[src/regfile_params.svh]
`ifndef REGFILE_PARAMS_SVH
`define REGFILE_PARAMS_SVH

// ===========================================================================
// register file geometry
// ===========================================================================

// width of one integer register
`define RF_DATA_W 64

// full register address, context in the upper bits and register below
`define RF_ADDR_W 12

// architectural register field at the bottom of the address
`define RF_REG_W 5

// byte lanes per register, one write enable bit each
`define RF_BYTES 8

// every read port is served in parallel with its own bypass
`define RF_READ_PORTS 6

// one entry per context and register, so 2**RF_ADDR_W
`define RF_DEPTH 4096

`endif

[src/regfile_pkg.sv]
`include "regfile_params.svh"

package regfile_pkg;

	// ===========================================================================
	// basic vector types of the register file
	// ===========================================================================

	// one register value as stored and as read
	typedef logic [`RF_DATA_W-1:0] reg_data_t;

	// upper 7 bits pick the context, lower 5 bits the architectural register
	typedef logic [`RF_ADDR_W-1:0] reg_addr_t;

	// architectural register index within a context
	typedef logic [`RF_REG_W-1:0] reg_idx_t;

	// one bit per byte lane of a register
	typedef logic [`RF_BYTES-1:0] byte_en_t;

endpackage

[src/regfile_port_pkg.sv]
`include "regfile_params.svh"

package regfile_port_pkg;

	import regfile_pkg::*;

	// ===========================================================================
	// write port request
	// ===========================================================================

	// a write lands only when en is high, and only on bytes whose be bit is set
	typedef struct packed {
		logic      en;
		byte_en_t  be;
		reg_addr_t addr;
		reg_data_t data;
	} wr_req_t;

endpackage

[src/regfile_write_merge.sv]
`timescale 1ns/1ns

`include "regfile_params.svh"

module regfile_write_merge
	import regfile_pkg::*;
	import regfile_port_pkg::*;
(
	input  wr_req_t wr0,
	input  wr_req_t wr1,
	output wr_req_t wm0,
	output wr_req_t wm1
);

	// ===========================================================================
	// write port 1 priority
	// ===========================================================================

	logic     same_addr;
	byte_en_t overlap;

	// both ports aim at the same register in this cycle
	assign same_addr = wr0.en && wr1.en && (wr0.addr == wr1.addr);

	// bytes that port 1 claims away from port 0
	assign overlap = same_addr ? (wr0.be & wr1.be) : '0;

	// port 0 keeps its data and loses only the contested lanes, so the bank
	// and the bypass units never see two writers on one byte
	always_comb begin
		wm0 = wr0;
		wm0.be = wr0.be & ~overlap;
	end

	// port 1 goes through as it came in
	always_comb begin
		wm1 = wr1;
	end

endmodule
[config.mk]
export PLATFORM = sky130hd
export DESIGN_NAME = regfile_write_merge
export DESIGN_NICKNAME = d
export VERILOG_FILES = /design/src/regfile_pkg.sv /design/src/regfile_port_pkg.sv /design/src/regfile_write_merge.sv
export VERILOG_INCLUDE_DIRS = /design/src /design/src/src
export SDC_FILE = /design/constraint.sdc
export NUM_CORES = 1
export LEC_CHECK = 0
export ABC_AREA = 1
export BUFFER_PORTS_ARGS = -buffer_cell sky130_fd_sc_hd__buf_4
export CORE_AREA = 5 5 130 132
export DETAILED_ROUTE_END_ITERATION = 16
export DIE_AREA = 0 0 135 137
export GPL_ROUTABILITY_DRIVEN = 0
export PLACE_DENSITY_LB_ADDON = 0.3
export SLEW_MARGIN = 40
export SYNTH_ARGS = -nofsm -noshare
export SYNTH_HDL_FRONTEND = slang
export SYNTH_SLANG_ARGS = --single-unit
export TNS_END_PERCENT = 1
[constraint.sdc]
create_clock -name vclk -period 1.6
set_clock_uncertainty 0.2 [all_clocks]
set_input_delay 0.32 -clock vclk [all_inputs]
set_output_delay 0.32 -clock vclk [all_outputs]
set_load 0.02 [all_outputs]
# After elaboration in Yosys (flattened, before gate mapping)
# Cells that the tools add are included.
# Widths: inputs -> output; s select.
# classes
n_eq_ne	1
n_mux	1
n_bitwise	3
n_reduce_logical	2
# op_table
cell	n
$and 8x8->8	2
$eq 12x12->1	1
$mux 8	1
$not 8->8	1
$logic_and 1x1->1	2
# totals
regBits	0
input_bits	170
out_inout_bits	170
word_cells	7

# Logic depth before layout (Yosys ltp)
# logic_depth
depth_word	5
ltp_mapped	9
mapped_depth_nobuf	9

# Least setup slack after synthesis
# Ideal clock, no wire load.
# synth_timing
kind	in2out
from	input wr1[70] in the netlist's numbering
to	output wm0[76] in the netlist's numbering
t_arrival_ns	0.978
required_time_ns	1.080
setup_slack_ns	0.102
cell_stages	8
cell_sequence	nor2_1 nor2_1 nor2_1 nand2_1 nor2_4 nand3_1 nand2_1 inv_1
# synth_lines
item	line	text
start: declaration	regfile_write_merge.sv:10	input wr_req_t wr1,
end: declaration	regfile_write_merge.sv:11	output wr_req_t wm0,

==> metrics.md <==
| Metric | Value |
|---|---|
| Hpwl dp | `4002 um` |
| Fillers | `1,846` |
| GRT Total Usage | `4.192%` |
| Via Count | `980` |
| Synth area leader | `buf_4` |
| Layout cells sized above 1 | `71.26%` |
| Worst hold path class | `in -> out` |
| Largest net degree at the start of global routing | `9` |
| Met1 Usage GRT | `under 10%` |
| DP Worst Slack | `-0.4019 ns` |
| Data arrival, critical path | `1.31 ns` |
| Final setup vio count | `8` |
| Final #Nets | `346` |
| Final WS setup | `-0.2343 ns` |
| Yosys top cell area share | `between 70 and 80%` |
| Hold Vio Cnt, Final | `0` |
| Antenna violations before repair | `0` |
| CP max stage delay | `0.13 ns` |
| Synth unique cells | `11` |
| Lkg Pwr | `0.7306 nW` |
| Max_slew headroom | `between 80% and 90%` |
| Vias in the first global route | `1,048` |
| Die Height | `about 140 um` |
| Num sequential | `0` |
| Diode count | `0` |
| Max cap viols | `0` |
| Fmax | `545.2 MHz` |
| Post-synthesis sequential area ratio | `0%` |
| Critical Path Sink Type | `output port` |
| Port-buffer cells | `84` |
| CP Launch Type | `primary input` |
| Switching part of the total | `50.59%` |
| Clock share of power | `0%` |
| Hold_buf cts | `0` |
| Std-Cell Rows | `46` |
| Overall power | `around 380 uW` |
| CLK BUF | `0` |
| Core Area | `15,600 sq um` |
| Fin crit share | `114.6%` |
| Post-synth top cells | `buf_4, nand2_1, inv_1` |
| Pwr/cell area | `253.5 nW/um^2` |
| Failing checks | `setup timing` |
| Syn nets | `~420` |
| Largest cells by area after synthesis | `buf_4, nand2_1, inv_1, nand3_1, nor2_1` |
| Starting density of the core | `10.10%` |
| Boundary Pins | `340` |
| Die W | `135 um` |
| Count leader, synth | `buf_4` |
| Worst path slowest cell | `nor2_2` |
| Met3 Use GR | `1.507%` |
| RSZ-0062 raised after global routing | `yes` |
| Final instance count without filler cells | `390` |
| DRC Markers | `0` |
| Crit-path max FO | `8` |
| Met2 Use GR | `7.087%` |
| GRT busiest layer | `met2` |
| Peak VDD IR | `59.91 uV` |
| Area delta synth->final | `-5.639%` |
| Required @ worst endpoint | `1.08 ns` |
| Cell count after synthesis | `245` |
| ANT nets after route | `0` |
| Initial DRT Pass Iterations | `4` |
| DR vias/cell | `~2.5` |
| Slew @ Worst Pin | `0.1607 ns` |
| Iter 0 DRT Violations | `9` |
| Mapped cell area | `1575 sq um` |
| Inst Count DP | `388` |
| WS Path Type | `in -> out` |
| CP Cell Sequence | `buf_6 > nor2_1 > nor2_1 > nor2_2 > nand2_2 > nor2_4 > buf_12 > nand3_2 > nand2_2 > inv_2 > buf_6` |
| Die area | `18,500 sq um` |
| Setup TNS | `-1.754 ns` |
| Gr ovfl total | `0` |
| Combinational share of power | `100.0%` |
| Tmin final | `1.834 ns` |
| First-pass GRT wire length | `just over 6000 um` |
| Sequential power share | `0%` |
| Post-DP Area | `about 1300 sq um` |
| Avg Inst Size Synth | `6.430 sq um` |
| DRT Wirelength | `4559 um` |
| Reg area | `0 sq um` |
| P_int | `186.2 uW` |
| Count of pins over their slew limit | `0` |
| Wire length per cell | `11.69 um` |
| Final Instance Area | `1486 sq um` |
| Status | `finished, violations left` |
| YS warnings | `0` |
| Sw Pwr | `190.6 uW` |
==> power by group through the flow <==
stage	Sequential (mW)	Clock [mW]	Combinational, mW
after CTS	0	0	0.375
after detailed placement	0	0	0.345
final	0	0	0.377
after global routing	0	0	0.407
after global placement	0	0	0.346
after floorplan	0	0	0.657
==> final timing paths <==
path,start,endpoint,slack [ns],cells after the start
max,wr0[70],wm0[76],-0.23,11
min,wr1[62],wm1[62],0.44,0
==> what timing repair did <==
| action | 4_1_cts | 5_1_grt |
|---|---|---|
| buffers inserted | 2 | 0 |
| setup endpoints to repair | 8 | 8 |
| pin swaps | 14 | 10 |
| cloned | 0 | 0 |
| gates resized for setup | 34 | 12 |
==> area by class of cell <==
class / count / area, sq um / area share [%]
multi-input combinational: 57 / 355.3 / 23.91
tap: 216 / 270.3 / 18.18
timing repair buffer: 91 / 760.7 / 51.18
inverter: 26 / 100.1 / 6.734
==> worst max-delay path: cells and delay by family <==
family	cells	cell delay (ns)
buffers and inverters	4	0.37
AND/OR/NAND/NOR	7	0.62
==> metrics by stage <==
| step | utilization, % | hold WS (ns) |
|---|---|---|
| floorplan | - | 0.5526 |
| global placement | 8.319 | 0.4401 |
| detailed placement | 8.319 | 0.4401 |
| CTS | 9.313 | 0.4401 |
| global route | 9.530 | 0.4400 |
| finish | 9.530 | 0.4400 |
==> cells in the final DEF, fill, tap and decap left out <==
cell	count
inv_1	21
a21oi_2	1
nand2_2	12
inv_4	1
inv_2	3
o21ai_2	1
nor2_2	2
nor2_1	4
nand3_2	9
nand2_4	1
nor2_4	3
xnor2_1	2
clkinv_1	1
nand2_1	22
buf_4	75
buf_6	14
buf_12	2
==> layer usage <==
layer,vias to the layer above,part of all wire [%],wire length [um]
met4,0,11,513
met5,-,0,0
met3,76,15,678
met1,392,27,1230
li1,418,-,-
met2,94,47,2137
==> kinds of logic (layout without fill, tap and decap cells) <==
logic type,count (synthesis),in the layout,share of synthesized area (%)
buffers and inverters,188,117,83.40
and+or+nand+nor,53,53,14.62
AOI/OAI and AO/OA,2,2,0.8735
xor gates and xnor gates,2,2,1.112
No activity file was read; power rests on OpenSTA's default activity.
