--- src/regfile_params.svh ---
`ifndef REGFILE_PARAMS_SVH
`define REGFILE_PARAMS_SVH

// ===========================================================================
// register file geometry
// ===========================================================================

// width of one integer register
`define RF_DATA_W 64

// full register address, context in the upper bits and register below
`define RF_ADDR_W 12

// architectural register field at the bottom of the address
`define RF_REG_W 5

// byte lanes per register, one write enable bit each
`define RF_BYTES 8

// every read port is served in parallel with its own bypass
`define RF_READ_PORTS 6

// one entry per context and register, so 2**RF_ADDR_W
`define RF_DEPTH 4096

`endif

--- src/regfile_pkg.sv ---
`include "regfile_params.svh"

package regfile_pkg;

	// ===========================================================================
	// basic vector types of the register file
	// ===========================================================================

	// one register value as stored and as read
	typedef logic [`RF_DATA_W-1:0] reg_data_t;

	// upper 7 bits pick the context, lower 5 bits the architectural register
	typedef logic [`RF_ADDR_W-1:0] reg_addr_t;

	// architectural register index within a context
	typedef logic [`RF_REG_W-1:0] reg_idx_t;

	// one bit per byte lane of a register
	typedef logic [`RF_BYTES-1:0] byte_en_t;

endpackage

--- src/regfile_port_pkg.sv ---
`include "regfile_params.svh"

package regfile_port_pkg;

	import regfile_pkg::*;

	// ===========================================================================
	// write port request
	// ===========================================================================

	// a write lands only when en is high, and only on bytes whose be bit is set
	typedef struct packed {
		logic      en;
		byte_en_t  be;
		reg_addr_t addr;
		reg_data_t data;
	} wr_req_t;

endpackage

--- src/regfile_bypass.sv ---
`timescale 1ns/1ns

`include "regfile_params.svh"

module regfile_bypass
	import regfile_pkg::*;
	import regfile_port_pkg::*;
(
	input  reg_addr_t raddr_q,
	input  reg_data_t raw_data,
	input  wr_req_t   wm0,
	input  wr_req_t   wm1,
	output reg_data_t rd_data
);

	localparam int LANE_W = `RF_DATA_W / `RF_BYTES;

	reg_idx_t  reg_idx;
	byte_en_t  sel0;
	byte_en_t  sel1;
	reg_data_t merged;

	// ===========================================================================
	// forwarding of the writes of this cycle
	// ===========================================================================

	// the register field alone decides the zero rule, in every context
	assign reg_idx = raddr_q[`RF_REG_W-1:0];

	// lanes that each write port is putting into the register being read
	assign sel1 = (wm1.en && (wm1.addr == raddr_q)) ? wm1.be : '0;
	assign sel0 = (wm0.en && (wm0.addr == raddr_q)) ? wm0.be : '0;

	// port 1 is checked first, matching the order the storage resolves to;
	// after the merge the two masks never overlap anyway
	always_comb begin
		merged = raw_data;
		for (int b = 0; b < `RF_BYTES; b++) begin
			if (sel1[b]) begin
				merged[b*LANE_W +: LANE_W] = wm1.data[b*LANE_W +: LANE_W];
			end else if (sel0[b]) begin
				merged[b*LANE_W +: LANE_W] = wm0.data[b*LANE_W +: LANE_W];
			end
		end
	end

	// register zero is hardwired, whatever the array or a write holds
	assign rd_data = (reg_idx == '0) ? '0 : merged;

endmodule

--- config.mk ---
export PLATFORM = sky130hd
export DESIGN_NAME = regfile_bypass
export DESIGN_NICKNAME = d
export VERILOG_FILES = /design/src/regfile_pkg.sv /design/src/regfile_port_pkg.sv /design/src/regfile_bypass.sv
export VERILOG_INCLUDE_DIRS = /design/src /design/src/src
export SDC_FILE = /design/constraint.sdc
export NUM_CORES = 1
export LEC_CHECK = 0
export BUFFER_PORTS_ARGS = -buffer_cell sky130_fd_sc_hd__buf_4
export CORE_AREA = 10 10 112 114
export DETAILED_ROUTE_END_ITERATION = 16
export DIE_AREA = 0 0 122 124
export PLACE_DENSITY = 0.73
export SYNTH_ARGS = -nofsm -noshare
export SYNTH_HDL_FRONTEND = slang
export SYNTH_SLANG_ARGS = --single-unit
--- constraint.sdc ---
create_clock -name vclk -period 6.8
set_clock_uncertainty 0.2 [all_clocks]
set_input_delay 1.36 -clock vclk [all_inputs]
set_output_delay 1.36 -clock vclk [all_outputs]
set_load 0.005 [all_outputs]
**Word-level counts from Yosys, hierarchy flattened**

Cells that the tools add are included.

- Bits in registers: 0
- Latch bits: 0
- Bits in writable memories: 0
- ROM bits: 0
- Word-level logic and storage cells: 24
- Memories kept: 0

- $add $sub $neg: 0
- $mul: 0
- Divide/modulo/power cells: 0
- Order comparisons: 0
- Eq/ne operators: 2
- Shift operators: 0
- Multiplexer cells: 19
- Bitwise operators: 0
- Reduce and logical (&&, ||, !) cells: 3

Operators with widths:

| kind | count |
|---|---|
| $mux 8 | 18 |
| $mux 64 | 1 |
| $eq 12x12->1 | 2 |
| $logic_not 5->1 | 1 |
| $logic_and 1x1->1 | 2 |

**Longest topological paths before layout**

- Depth after elaboration: 6
- Gate-level depth with buffers: 7
- Depth with buffers taken out: 5

**Worst setup path before layout**

Ideal clock, no wire load.

- Path kind: input to output
- Start: input raddr_q[9]
- End: output rd_data[0]
- Data arrival time: 2.641 ns
- Data required time: 5.240 ns
- Path slack: 2.599 ns
- Stages: 6
- Path buffers: 1
- Path through: xor2_1 nor4_4 and4_4 buf_12 nand2_4 a21oi_1

- Longest elaborated chain between the ends: 6
- Elaborated cells between the ends (all ways): 9
- Those cells by class: 2 x eq/ne; 5 x mux; 2 x reduce/logical

RTL lines:

| item | RTL line | source |
|---|---|---|
| start, declared | regfile_bypass.sv:9 | `input reg_addr_t raddr_q,` |
| $eq 12x12->1 | regfile_bypass.sv:32 | `assign sel0 = (wm0.en && (wm0.addr == raddr_q)) ? wm0.be : '0;` |
| $logic_and 1x1->1 | regfile_bypass.sv:32 |  |
| $mux 8 | regfile_bypass.sv:32 |  |
| $mux 8 | regfile_bypass.sv:41 | `end else if (sel0[b]) begin` |
| $mux 8 * | regfile_bypass.sv:39 | `if (sel1[b]) begin` |
| $mux 64 * | regfile_bypass.sv:48 | `assign rd_data = (reg_idx == '0) ? '0 : merged;` |
| end, declared | regfile_bypass.sv:13 | `output reg_data_t rd_data` |

Every way passes the cells marked *; elsewhere a longest branch is shown, timed or not.

**Final worst setup path**

- Start: input raddr_q[1]
- End: output rd_data[5]

- Longest elaborated chain between the ends: 6
- Elaborated cells between the ends (all ways): 10
- Those cells by class: 2 x eq/ne; 5 x mux; 3 x reduce/logical

RTL lines:

| item | RTL line |
|---|---|
| $eq 12x12->1 | regfile_bypass.sv:32 |
| $logic_and 1x1->1 | regfile_bypass.sv:32 |
| $mux 8 | regfile_bypass.sv:32 |
| $mux 8 | regfile_bypass.sv:41 |
| $mux 8 | regfile_bypass.sv:39 |
| $mux 64 * | regfile_bypass.sv:48 |

Marks and branches as above.

==> flow_metrics.py <==
metrics = {
    "layout": {
        "n_sequential_cell": 0,
        "num_antenna_cells": 0,
        "clkbuf_count": 0,
        "drive_gt1_share_pct": 47.2,
        "area_growth_pct": 83.8,
        "nets": 951,
        "final_common_cell": "buf_4",
        "seqCellArea_um2": 0,
    },
    "logic_synthesis": {
        "syn_avg_cell_area_um2": 6.13,
        "synth_seq_area_share_pct": 0,
        "synth_cell_type_count": 28,
        "synthesis.nets": 687,
        "netlist_instances": 441,
        "ys_warn_count": 0,
        "synth.cell_area_mm2": 0.00270,
    },
    "routing": {
        "ant_nets": 0,
        "firstDrtPassIters": 5,
        "vias": 4729,
        "drcViolationCount": 0,
        "wire_per_inst_um": 20.6,
        "routed_wl_um": 17200,
        "post_drt_via_cell_ratio": 5.64,
        "drtIter0Drc": 375,
    },
    "timing": {
        "worstMarginPinSlew_ns": 1.24,
        "post-route-min-period_ns": 5.33,
        "max_freq_mhz": 187,
        "hold_viol": 0,
        "finalMaxSlewViolations": 0,
        "rsz0062_at_grt": "no",
        "period_share_pct": 78.5,
        "whs_ns": 2.90,
        "setup_viol": 0,
        "timing.slew.headroom_pct": 17.6,
        "tns_ns": 0,
    },
    "worst_setup_path": {
        "startpoint": "raddr_q[1]",
        "worstSetupEndpointType": "output port",
        "slowest_stage": "and4_2",
        "slowest_delay_ns": 1.09,
        "crit_end": "rd_data[5]",
        "cp.required_ns": 5.24,
        "crit_fanout": 64,
        "cp.arrival_ns": 3.77,
        "cp_top_family": "simple AND/OR/NAND/NOR gates",
        "crit_chain": "buf_4 > xor2_1 > nor4_2 > and4_2 > a31oi_1 > a21oi_1 > buf_4",
        "crit_type": "primary input to output port",
        "start_kind": "primary input",
        "critPathBufInv": 2,
        "path_depth": 7,
        "timing.critical_path.mode_cell": "buf_4",
    },
    "floorplan": {
        "io_pins": 310,
        "fp.dieH_um": 124,
        "row_count": 37,
        "dieArea_mm2": 0.0151,
        "initial_core_util_pct": 26.4,
        "core_area_mm2": 0.0102,
        "die_x_um": 122,
    },
    "global_routing": {
        "grt_pass1_wl_um": 24900,
        "antenna_found_initial": 0,
        "gr-total-overflow": 0,
        "grt_pass1_vias": 4736,
        "track_usage_pct": 20.0,
        "grt_start_max_net_pins": 65,
    },
    "clock_tree": {
        "ctsHoldBuffers": 0,
        "cts_resized": 0,
        "cts_setup_buffers": 0,
    },
    "placed_design": {
        "portBuffers": 310,
        "hpwl_um": 13800,
        "gp_congestion": 0.916,
    },
    "power_and_ir_drop": {
        "p_leak_nw": 2.53,
        "peakVddDrop_mv": 0.0486,
        "powerDensity_mw_per_mm2": 53.8,
        "power_uw": 267,
    },
    "hold_path": {
        "hold_path_class": "primary input to output port",
    },
    "flow_run": {
        "drv_cap": 0,
    },
    "status": {
        "outcome": "complete, no violations",
    },
}
==> Yosys cell counts <==
master    instances  area (um2)
a31oi_1          64         400
inv_1            64         240
and3_2            1        7.51
or2b_1            1        7.51
nor4_4            2        42.5
a21oi_1          64         320
buf_4             3        22.5
buf_12            1        20.0
nor3_4            1        16.3
xnor2_1           1        8.76
nor4_1            3        18.8
nand2_2           1        6.26
and2_1            8        50.1
buf_6             1        11.3
clkbuf_1          7        26.3
nand2_4           8        90.1
nor2_1            1        3.75
or2b_2            1        8.76
a41oi_1          64         561
xor2_1           23         201
and4_1            1        8.76
nand4_1           8        50.1
and4_4            1        11.3
and3_1            8        50.1
clkbuf_2          7        35.0
buf_2            32         160
o21ai_0          64         320
nor3_1            1        5.00
==> layout make-up <==
cell class / instances / area [um2]
Multi-Input combinational cell: 326 / 2210
Fill cell: 1050 / 5260
Inverter: 64 / 240
Timing Repair Buffer: 313 / 2350
Tap cell: 136 / 170
==> worst min path at each step <==
stage,startpoint,endpoint,slack (ns),cells after the start
5_1_grt,wm1[23],rd_data[23],2.91,4
3_3_place_gp,wm1[50],rd_data[50],2.89,4
4_1_cts,wm1[19],rd_data[19],2.90,4
6_report,wm1[61],rd_data[61],2.90,4
3_5_place_dp,wm1[55],rd_data[55],2.89,4
2_1_floorplan,wm1[76],rd_data[0],2.65,2
==> through the flow <==
step / utilization, % / worst slack [ns] / instances / cell area, um2
2_1_floorplan: - / 2.60 / 441 / 2700
3_3_place_gp: 48.6 / 1.56 / 839 / 4970
5_1_grt: 48.6 / 1.34 / 839 / 4970
6_report: 48.6 / 1.47 / 839 / 4970
3_5_place_dp: 48.6 / 1.51 / 839 / 4970
4_1_cts: 48.6 / 1.52 / 839 / 4970
==> worst min-delay path, stage by stage <==
cell	delay [ns]
buf_4	0.07
o21ai_0	0.07
a21oi_1	0.11
buf_4	0.12
==> cell families after synthesis <==
logic type	after synthesis	synth area share, %
buffers and inverters	115	19.1
AOI/OAI and AO/OA	256	59.2
xor gates and xnor gates	24	7.77
and+or+nand+nor	46	13.9
==> report_power, final <==
group / internal, mW / switching (mW)
Clock: 0 / 0
Combinational: 0.154 / 0.113
Sequential: 0 / 0
==> per-layer routing <==
metal / global-route usage [%] / share of wire [%] / vias up
met5: 0 / 0 / -
met4: 5.81 / 2.7 / 0
met3: 4.34 / 8.8 / 34
met2: 36.6 / 52 / 263
met1: 22.6 / 37 / 2205
li1: - / - / 2227
Note: power is estimated with default switching activity, not from simulation.
